===== src/verilog/l2c_pkg.sv =====
//====================================================================
// l2c shared definitions
// layer-type codes, register map, bank sizing and the geometry word
//====================================================================
package l2c_pkg;

    localparam int NUM_FIFO = 32;              // fifos per bank
    localparam int CNT_W    = 16;              // pop / push count width

    // layer types
    localparam logic [1:0] LT_POINTWISE = 2'd0;
    localparam logic [1:0] LT_DEPTHWISE = 2'd1;
    localparam logic [1:0] LT_STANDARD  = 2'd2;
    localparam logic [1:0] LT_LINEAR    = 2'd3;

    // config register map
    localparam logic CFG_ADDR_LAYER = 1'b0;    // type + channel counts
    localparam logic CFG_ADDR_GEOM  = 1'b1;    // geometry word

    //================================================================
    // geometry word decoded by layer type
    //================================================================
    typedef union packed {
        struct packed {
            logic [11:0] rsvd;                 // unused
            logic [7:0]  out_c;                // output row length
            logic [1:0]  pad_l;                // left padding
            logic [1:0]  pad_r;                // right padding
            logic [7:0]  in_c;                 // input row length
        } conv;                                // depthwise / standard
        struct packed {
            logic [15:0] on_real;              // real output count
            logic [15:0] tile_n;               // tiles per row
        } vec;                                 // pointwise / linear
    } l2c_geom_u;

endpackage


===== src/verilog/layer_cfg_if.sv =====
//====================================================================
// layer configuration link
// latched layer setup from the register block to the normal loop
//====================================================================
`timescale 1ns/1ps

interface layer_cfg_if;

    logic [1:0]         layer_type;            // LT_* code
    logic [7:0]         ic_real;               // real input channels
    logic [7:0]         oc_real;               // real output channels
    l2c_pkg::l2c_geom_u geom;                  // conv or vec view
    logic               cfg_valid;             // both words written
    logic               busy;                  // loop running holds config

    modport regs (
        output layer_type, ic_real, oc_real, geom, cfg_valid,
        input  busy
    );

    modport loop (
        input  layer_type, ic_real, oc_real, geom, cfg_valid,
        output busy
    );

endinterface

===== src/verilog/fifo_done_tracker.sv =====
//====================================================================
// fifo done tracker
// one down-counter per fifo, loaded on need, counted down by strobes
//====================================================================
`timescale 1ns/1ps

module fifo_done_tracker (
    input  logic                          clk,
    input  logic                          rst_n,
    input  logic [l2c_pkg::NUM_FIFO-1:0]  need_i,        // load enables
    input  logic [l2c_pkg::CNT_W-1:0]     cnt_i [l2c_pkg::NUM_FIFO],
    input  logic [l2c_pkg::NUM_FIFO-1:0]  event_i,       // pop / push strobes
    output logic [l2c_pkg::NUM_FIFO-1:0]  done_o         // counter at zero
);

    logic [l2c_pkg::CNT_W-1:0] cnt_q [l2c_pkg::NUM_FIFO];

    always_ff @(posedge clk or negedge rst_n) begin
        if (!rst_n) begin
            for (int f = 0; f < l2c_pkg::NUM_FIFO; f++) begin
                cnt_q[f] <= '0;
            end
        end else begin
            for (int f = 0; f < l2c_pkg::NUM_FIFO; f++) begin
                if (need_i[f]) begin
                    cnt_q[f] <= cnt_i[f];            // load wins over strobe
                end else if (event_i[f] && (cnt_q[f] != '0)) begin
                    cnt_q[f] <= cnt_q[f] - 1'b1;     // extra strobes dropped
                end
            end
        end
    end

    always_comb begin
        for (int f = 0; f < l2c_pkg::NUM_FIFO; f++) begin
            done_o[f] = (cnt_q[f] == '0);
        end
    end

endmodule


===== src/verilog/l2c_cfg_regs.sv =====
//====================================================================
// l2c configuration registers
// latches layer word and geometry word, flags when both are present
//====================================================================
`timescale 1ns/1ps

module l2c_cfg_regs (
    input  logic        clk,
    input  logic        rst_n,
    input  logic        cfg_we_i,              // write strobe
    input  logic        cfg_addr_i,            // register select
    input  logic [31:0] cfg_wdata_i,           // write data
    layer_cfg_if.regs   cfg                    // to normal loop
);

    logic layer_seen_q;                        // layer word written
    logic geom_seen_q;                         // geometry word written
    logic wr_ok;
    logic wr_layer;
    logic wr_geom;

    // drop writes while a loop is in flight
    assign wr_ok    = cfg_we_i & ~cfg.busy;
    assign wr_layer = wr_ok & (cfg_addr_i == l2c_pkg::CFG_ADDR_LAYER);
    assign wr_geom  = wr_ok & (cfg_addr_i == l2c_pkg::CFG_ADDR_GEOM);

    always_ff @(posedge clk or negedge rst_n) begin
        if (!rst_n) begin
            layer_seen_q <= 1'b0;
            geom_seen_q  <= 1'b0;
        end else begin
            if (wr_layer) begin
                layer_seen_q <= 1'b1;              // sticky until reset
            end
            if (wr_geom) begin
                geom_seen_q <= 1'b1;
            end
        end
    end

    //================================================================
    // layer word holds type in [1:0], ic_real in [15:8], oc_real in [23:16]
    //================================================================
    always_ff @(posedge clk) begin
        if (wr_layer) begin
            cfg.layer_type <= cfg_wdata_i[1:0];
            cfg.ic_real    <= cfg_wdata_i[15:8];
            cfg.oc_real    <= cfg_wdata_i[23:16];
        end
        if (wr_geom) begin
            cfg.geom <= cfg_wdata_i;               // decoded later by type
        end
    end

    assign cfg.cfg_valid = layer_seen_q & geom_seen_q;

endmodule


===== src/verilog/l2c_normal_loop.sv =====
//====================================================================
// l2c normal loop
// on start, emits fifo participation masks and per-fifo counts for
// one cycle, then waits for all trackers to drain before done
//====================================================================
`timescale 1ns/1ps

module l2c_normal_loop (
    input  logic                          clk,
    input  logic                          rst_n,
    input  logic                          start_i,     // one-cycle strobe
    layer_cfg_if.loop                     cfg,
    output logic [l2c_pkg::NUM_FIFO-1:0]  ifmap_need_o,
    output logic [l2c_pkg::NUM_FIFO-1:0]  ipsum_need_o,
    output logic [l2c_pkg::NUM_FIFO-1:0]  opsum_need_o,
    output logic [l2c_pkg::CNT_W-1:0]     ifmap_cnt_o [l2c_pkg::NUM_FIFO],
    output logic [l2c_pkg::CNT_W-1:0]     ipsum_cnt_o [l2c_pkg::NUM_FIFO],
    output logic [l2c_pkg::CNT_W-1:0]     opsum_cnt_o [l2c_pkg::NUM_FIFO],
    input  logic [l2c_pkg::NUM_FIFO-1:0]  ifmap_done_i,
    input  logic [l2c_pkg::NUM_FIFO-1:0]  ipsum_done_i,
    input  logic [l2c_pkg::NUM_FIFO-1:0]  opsum_done_i,
    output logic                          loop_done_o  // one-cycle pulse
);

    enum logic [1:0] {IDLE, SET_NUM, WAIT_DONE, DONE} state_q, state_d;

    logic                          all_done;
    logic                          set_num;
    logic                          dw_mode;      // per-fifo ifmap offsets
    logic [9:0]                    ic_x3;        // 3 * ic_real
    logic [9:0]                    ifmap_k;      // ifmap fifos in use
    logic [l2c_pkg::NUM_FIFO-1:0]  oc_mask;
    logic [l2c_pkg::CNT_W-1:0]     in_c_w;
    logic [l2c_pkg::CNT_W-1:0]     out_c_w;
    logic [l2c_pkg::CNT_W-1:0]     w_pad;        // padded row length
    logic [l2c_pkg::CNT_W-1:0]     if_cnt;
    logic [l2c_pkg::CNT_W-1:0]     ips_first;    // ipsum fifo 0
    logic [l2c_pkg::CNT_W-1:0]     ips_rest;     // ipsum fifos 1 up
    logic [l2c_pkg::CNT_W-1:0]     ops_cnt;

    // lowest k bits set and all ones once k passes the bank size
    function automatic logic [l2c_pkg::NUM_FIFO-1:0] low_mask(input logic [9:0] k);
        return ~({l2c_pkg::NUM_FIFO{1'b1}} << k);
    endfunction

    //================================================================
    // state machine
    //================================================================
    always_ff @(posedge clk or negedge rst_n) begin
        if (!rst_n) begin
            state_q <= IDLE;
        end else begin
            state_q <= state_d;
        end
    end

    assign all_done = (&ifmap_done_i) & (&ipsum_done_i) & (&opsum_done_i);

    always_comb begin
        state_d = state_q;
        case (state_q)
            IDLE:      if (start_i && cfg.cfg_valid) state_d = SET_NUM;
            SET_NUM:   state_d = WAIT_DONE;          // trackers load here
            WAIT_DONE: if (all_done) state_d = DONE;
            DONE:      state_d = IDLE;
            default:   state_d = IDLE;
        endcase
    end

    assign set_num     = (state_q == SET_NUM);
    assign cfg.busy    = (state_q != IDLE);        // freezes config regs
    assign loop_done_o = (state_q == DONE);

    //================================================================
    // geometry decode
    //================================================================
    assign in_c_w  = {{(l2c_pkg::CNT_W-8){1'b0}}, cfg.geom.conv.in_c};
    assign out_c_w = {{(l2c_pkg::CNT_W-8){1'b0}}, cfg.geom.conv.out_c};
    assign w_pad   = in_c_w + {{(l2c_pkg::CNT_W-2){1'b0}}, cfg.geom.conv.pad_r}
                            + {{(l2c_pkg::CNT_W-2){1'b0}}, cfg.geom.conv.pad_l};
    assign ic_x3   = {2'b00, cfg.ic_real} + {1'b0, cfg.ic_real, 1'b0};
    assign oc_mask = low_mask({2'b00, cfg.oc_real});

    always_comb begin
        dw_mode   = 1'b0;
        ifmap_k   = {2'b00, cfg.ic_real};
        if_cnt    = cfg.geom.vec.tile_n;
        ips_first = cfg.geom.vec.on_real;
        ips_rest  = cfg.geom.vec.on_real + 1'b1;
        ops_cnt   = cfg.geom.vec.on_real;
        case (cfg.layer_type)
            l2c_pkg::LT_DEPTHWISE: begin
                dw_mode   = 1'b1;
                ifmap_k   = ic_x3;                 // 3 rows per channel
                if_cnt    = w_pad + 1'b1;          // offset taken per fifo
                ips_first = out_c_w;
                ips_rest  = out_c_w + 1'b1;
                ops_cnt   = out_c_w;
            end
            l2c_pkg::LT_STANDARD: begin
                ifmap_k   = ic_x3;
                if_cnt    = w_pad - 2'd3;
                ips_first = out_c_w - 1'b1;
                ips_rest  = out_c_w;
                ops_cnt   = out_c_w;
            end
            l2c_pkg::LT_LINEAR: begin
                if_cnt    = cfg.geom.vec.tile_n - 1'b1;
                ips_first = cfg.geom.vec.on_real - 1'b1;
            end
            default: begin                         // pointwise keeps the defaults
            end
        endcase
    end

    //================================================================
    // masks and counts are live only during SET_NUM
    //================================================================
    always_comb begin
        int unsigned off;
        off          = 0;
        ifmap_need_o = '0;
        ipsum_need_o = '0;
        opsum_need_o = '0;
        for (int f = 0; f < l2c_pkg::NUM_FIFO; f++) begin
            ifmap_cnt_o[f] = '0;
            ipsum_cnt_o[f] = '0;
            opsum_cnt_o[f] = '0;
        end
        if (set_num) begin
            ifmap_need_o = low_mask(ifmap_k);
            ipsum_need_o = oc_mask;
            opsum_need_o = oc_mask;
            for (int f = 0; f < l2c_pkg::NUM_FIFO; f++) begin
                off = dw_mode ? 3 * (f / 3 + 1) : 0;   // window step per group
                ifmap_cnt_o[f] = if_cnt - off[l2c_pkg::CNT_W-1:0];
                ipsum_cnt_o[f] = (f == 0) ? ips_first : ips_rest;
                opsum_cnt_o[f] = ops_cnt;
            end
        end
    end

endmodule


===== src/verilog/l2c_top.sv =====
//====================================================================
// l2c normal-loop stage top
// config registers, normal loop and ifmap/ipsum/opsum done trackers
//====================================================================
`timescale 1ns/1ps

module l2c_top (
    input  logic                          clk,
    input  logic                          rst_n,
    input  logic                          start_i,
    input  logic                          cfg_we_i,
    input  logic                          cfg_addr_i,
    input  logic [31:0]                   cfg_wdata_i,
    input  logic [l2c_pkg::NUM_FIFO-1:0]  ifmap_pop_i,
    input  logic [l2c_pkg::NUM_FIFO-1:0]  ipsum_pop_i,
    input  logic [l2c_pkg::NUM_FIFO-1:0]  opsum_push_i,
    output logic [l2c_pkg::NUM_FIFO-1:0]  ifmap_need_o,
    output logic [l2c_pkg::NUM_FIFO-1:0]  ipsum_need_o,
    output logic [l2c_pkg::NUM_FIFO-1:0]  opsum_need_o,
    output logic [l2c_pkg::NUM_FIFO-1:0]  ifmap_done_o,
    output logic [l2c_pkg::NUM_FIFO-1:0]  ipsum_done_o,
    output logic [l2c_pkg::NUM_FIFO-1:0]  opsum_done_o,
    output logic                          loop_done_o
);

    layer_cfg_if cfg_if ();

    logic [l2c_pkg::CNT_W-1:0] ifmap_cnt [l2c_pkg::NUM_FIFO];   // per-fifo pops
    logic [l2c_pkg::CNT_W-1:0] ipsum_cnt [l2c_pkg::NUM_FIFO];
    logic [l2c_pkg::CNT_W-1:0] opsum_cnt [l2c_pkg::NUM_FIFO];  // per-fifo pushes

    l2c_cfg_regs regs_inst (
        .clk         (clk),
        .rst_n       (rst_n),
        .cfg_we_i    (cfg_we_i),
        .cfg_addr_i  (cfg_addr_i),
        .cfg_wdata_i (cfg_wdata_i),
        .cfg         (cfg_if.regs)
    );

    l2c_normal_loop loop_inst (
        .clk          (clk),
        .rst_n        (rst_n),
        .start_i      (start_i),
        .cfg          (cfg_if.loop),
        .ifmap_need_o (ifmap_need_o),
        .ipsum_need_o (ipsum_need_o),
        .opsum_need_o (opsum_need_o),
        .ifmap_cnt_o  (ifmap_cnt),
        .ipsum_cnt_o  (ipsum_cnt),
        .opsum_cnt_o  (opsum_cnt),
        .ifmap_done_i (ifmap_done_o),
        .ipsum_done_i (ipsum_done_o),
        .opsum_done_i (opsum_done_o),
        .loop_done_o  (loop_done_o)
    );

    //================================================================
    // done trackers, one per fifo bank
    //================================================================
    fifo_done_tracker ifmap_trk_inst (
        .clk     (clk),
        .rst_n   (rst_n),
        .need_i  (ifmap_need_o),
        .cnt_i   (ifmap_cnt),
        .event_i (ifmap_pop_i),
        .done_o  (ifmap_done_o)
    );

    fifo_done_tracker ipsum_trk_inst (
        .clk     (clk),
        .rst_n   (rst_n),
        .need_i  (ipsum_need_o),
        .cnt_i   (ipsum_cnt),
        .event_i (ipsum_pop_i),
        .done_o  (ipsum_done_o)
    );

    fifo_done_tracker opsum_trk_inst (
        .clk     (clk),
        .rst_n   (rst_n),
        .need_i  (opsum_need_o),
        .cnt_i   (opsum_cnt),
        .event_i (opsum_push_i),
        .done_o  (opsum_done_o)
    );

endmodule


===== config.mk =====
export PLATFORM = sky130hd
export DESIGN_NAME = l2c_top
export DESIGN_NICKNAME = d
export VERILOG_FILES = /design/src/verilog/l2c_pkg.sv /design/src/verilog/layer_cfg_if.sv /design/src/verilog/fifo_done_tracker.sv /design/src/verilog/l2c_cfg_regs.sv /design/src/verilog/l2c_normal_loop.sv /design/src/verilog/l2c_top.sv
export SDC_FILE = /design/constraint.sdc
export NUM_CORES = 2
export LEC_CHECK = 0
export BUFFER_PORTS_ARGS = -buffer_cell sky130_fd_sc_hd__buf_2
export CORE_ASPECT_RATIO = 0.5
export CORE_UTILIZATION = 25
export CTS_CLUSTER_DIAMETER = 80
export CTS_CLUSTER_SIZE = 12
export DETAILED_ROUTE_END_ITERATION = 12
export SLEW_MARGIN = 10
export SYNTH_ARGS = -nofsm -noshare
export SYNTH_HDL_FRONTEND = slang
export SYNTH_HIERARCHICAL = 1
export SYNTH_SLANG_ARGS = --single-unit

===== constraint.sdc =====
create_clock -name clk -period 6.05 [get_ports clk]
set_clock_uncertainty 0.1 [all_clocks]
set_input_delay 0.9075 -clock clk [delete_from_list [all_inputs] [get_ports clk]]
set_output_delay 0.9075 -clock clk [all_outputs]
set_load 0.05 [all_outputs]

==> qor.yml <==
slew_headroom_pct: 12.79
hp-class: "in -> reg"
grt_use_total_pct: 14.13
start_util_pct: 25.13
period_minus_slack_ps: 5683
slowest_delay_ps: 510
power_density_nw_per_um2: 376.4
p_leak_uw: 0.04212
max-vdd-ir-drop_mv: 0.2370
syn_nets: 13270
path_depth: 13
antenna_found_initial: 61
vias: 89230
cts_buffer_depth: 4
final_nets: 12050
fillCellCount: 47350
mostFrequentLayoutCells: "dfrtp_1, nand2_1, o21ai_0, nor2_1, xnor2_1"
drtAntennaViolNets: 0
fin_hold_ws_ps: 157.4
final_common_cell: "dfrtp_1"
numCtsBuffers: 163
yosysWarningCount: 6
synthTopCellsByArea: "dfrtp_1, buf_4, o21ai_0"
clock-sinks: 1590
hold_violations: 0
setup_violations: 0
synth-seq-cells: 1590
grt_max_degree: 163
ys.flop_type: "dfrtp_1"
clk_pin_slew_worst_paths_ps: 70
cp.required_ps: 5040
violations: "design-rule violations"
rows: 173
drt-initial-drc-count: 8417
synth_cells: 13000
post-route-period-util_pct: 93.94
synthArstFlopShare_pct: 96.86
synth_seq_area_share_pct: 35.86
die_h_um: 474.6
synth_edf_count: 50
ff2ff_path_depth: 15
clock_latency_ps: 870
arrival_ps: 4680
status: "finished with violations"
synth_area_leader_cell: "dfrtp_1"
worstMarginPinSlew_ps: 1272
maxCapViolCount: 0
critPathBufInv: 3
rsz0062_at_grt: "no"
grt_pass1_vias: 84340
gr-total-overflow: 0
dr.pass1.iters: 12
cts-root-buf: "clkbuf_16"
fp.dieArea_um2: 449500
gp_congestion: 0.9319
ios: 326
grt_pass1_wl_mm: 506.6
numPortBuffers: 325
ys_types: 117
drc_errors: 8
worst-setup-path-type: "reg -> out"
layout-drive-gt1-share_pct: 12.16
endpoint_kind: "output pin"
post_cts_buffers: 0
yosysTopAreaCellShare_pct: 34.51
slew_viol_final: 0
syn_area_um2: 111700
area_delta_synth_final_pct: 3.299
path_max_fanout: 29
dp_slack_ps: 335.3
hpwl_mm: 227.1
start_kind: "flop"
min_path_cells: 1
tritoncts: "yes"
syn_avg_cell_area_um2: 8.592
critical_path.top_delay_family: "compound AO/OA/AOI/OAI gates"
crit_chain: "ha_1, fa_1, a21o_1, a21oi_1, mux2i_1, and2_1, mux2i_1, nor4b_2, o2bb2ai_4, buf_4, o31a_1, buf_4, buf_2"
fin_ws_ps: 366.5
max_freq_mhz: 175.9
setup_tns_ps: 0
avgViaCountPerCell: 5.013
die_w_um: 947.2
htreeDepth: 4
wirelength_mm: 332.2
avgRoutedWirePerCell_um: 18.66
coreArea_um2: 444400
slowest_stage: "edfxtp_1"
[flip-flops by register name, summed over array words and instances, names as in the netlist, 2 cells and up]
name / cells
regs_inst/cfg.geom: 32
regs_inst/cfg.ic_real: 8
opsum_trk_inst/cnt_q: 512
ifmap_trk_inst/cnt_q: 512
ipsum_trk_inst/cnt_q: 512
regs_inst/cfg.oc_real: 8
loop_inst/state_q: 2
regs_inst/cfg.layer_type: 2
[layout make-up]
type,instances,area (um2),share of cell area (%)
Clock buffer,186,4249,3.684
Clock inverter,14,167.7,0.1453
Tap cell,5950,7445,6.454
Sequential cell,1590,40040,34.71
Inverter,377,1420,1.231
Antenna cell,34,85.08,0.07376
Multi-Input combinational cell,9108,58560,50.76
Timing Repair Buffer,539,3388,2.937
[kinds of logic (layout without fill, tap and decap cells)]
family | after synthesis | count (layout) | share of synthesized area (%)
buf+inv | 2298 | 1116 | 12.40
xor+xnor | 1033 | 1033 | 8.102
compound gates | 2531 | 2531 | 13.61
other cells | 0 | 34 | 0
simple gates | 4797 | 4797 | 22.53
flops | 1590 | 1590 | 35.86
fa+ha+maj | 140 | 140 | 1.622
mux | 607 | 607 | 5.884
[synthesized netlist by cell type, drive strengths merged (18+ instances only)]
master,count
xor2,420
o21ai,1263
a221o,24
a21oi,479
a21boi,36
or3,198
a31oi,56
mux2,395
mux2i,212
or4,164
and2,86
o2111ai,29
nand2b,72
o21bai,18
or3b,29
nor4b,78
o31a,55
nor2b,100
o31ai,49
nand4b,69
nand3,339
or4b,37
xnor2,613
o21a,53
a21o,44
and3,63
dfrtp,1540
nand3b,68
a211oi,118
nor3,568
nand2,1442
nor2,695
a2111oi,36
o41ai,28
nor4,363
ha,132
nand4,194
o211ai,98
edfxtp,50
o311ai,25
inv,373
clkbuf,470
or2,74
nor3b,95
buf,1450
[layer usage]
metal	vias to the layer above	share of wire (%)	global-route usage, %
li1	42220	-	-
met1	43580	44	18.64
met2	2741	45	22.67
met3	681	6.1	2.013
met4	2	5.3	7.045
met5	-	0.0024	0
[power by group]
group / switching (uW) / leakage [uW] / internal, uW
Combinational: 7180 / 0.0207 / 6840
Clock: 4370 / 0.00217 / 4980
Sequential: 4800 / 0.0193 / 15300
[stage by stage]
stage	total power [uW]	util, %	cell area, um2	instances
after floorplan	30360	-	111700	13000
after global placement	33210	24.93	110800	17560
after detailed placement	33940	24.93	110800	17560
after CTS	43560	25.93	115200	17760
after global routing	46660	25.95	115300	17790
final	43420	25.96	115400	17800
[what timing repair did]
| action | in CTS | in global routing |
|---|---|---|
| endpoints found under the setup margin | 0 | 35 |
| endpoints found under the hold margin | 60 | 0 |
| resized for setup | 0 | 3 |
| hold buffers | 1 | 0 |
[worst paths after layout]
check                                          from                        end  slack, ps
max                        regs_inst/cfg.ic_real[0]           ifmap_need_o[14]        370
min                                 cfg_wdata_i[28]     regs_inst/cfg.geom[28]        160
max reg2reg                   regs_inst/cfg.geom[9]  ifmap_trk_inst/cnt_q[287]        460
min reg2reg                   regs_inst/geom_seen_q      regs_inst/geom_seen_q        360
max in group asynchronous                     rst_n  ipsum_trk_inst/cnt_q[184]       3810
min in group asynchronous                     rst_n   opsum_trk_inst/cnt_q[81]        490
[worst register-to-register path: cells and delay by family (launching register included)]
kind	cells	cell delay [ps]
fa+ha+maj	3	1320
compound gates	4	1310
buf+inv	3	500
mux	1	220
flops	1	470
simple gates	3	1080
xor+xnor	1	480
Note: power is estimated with default switching activity, not from simulation.
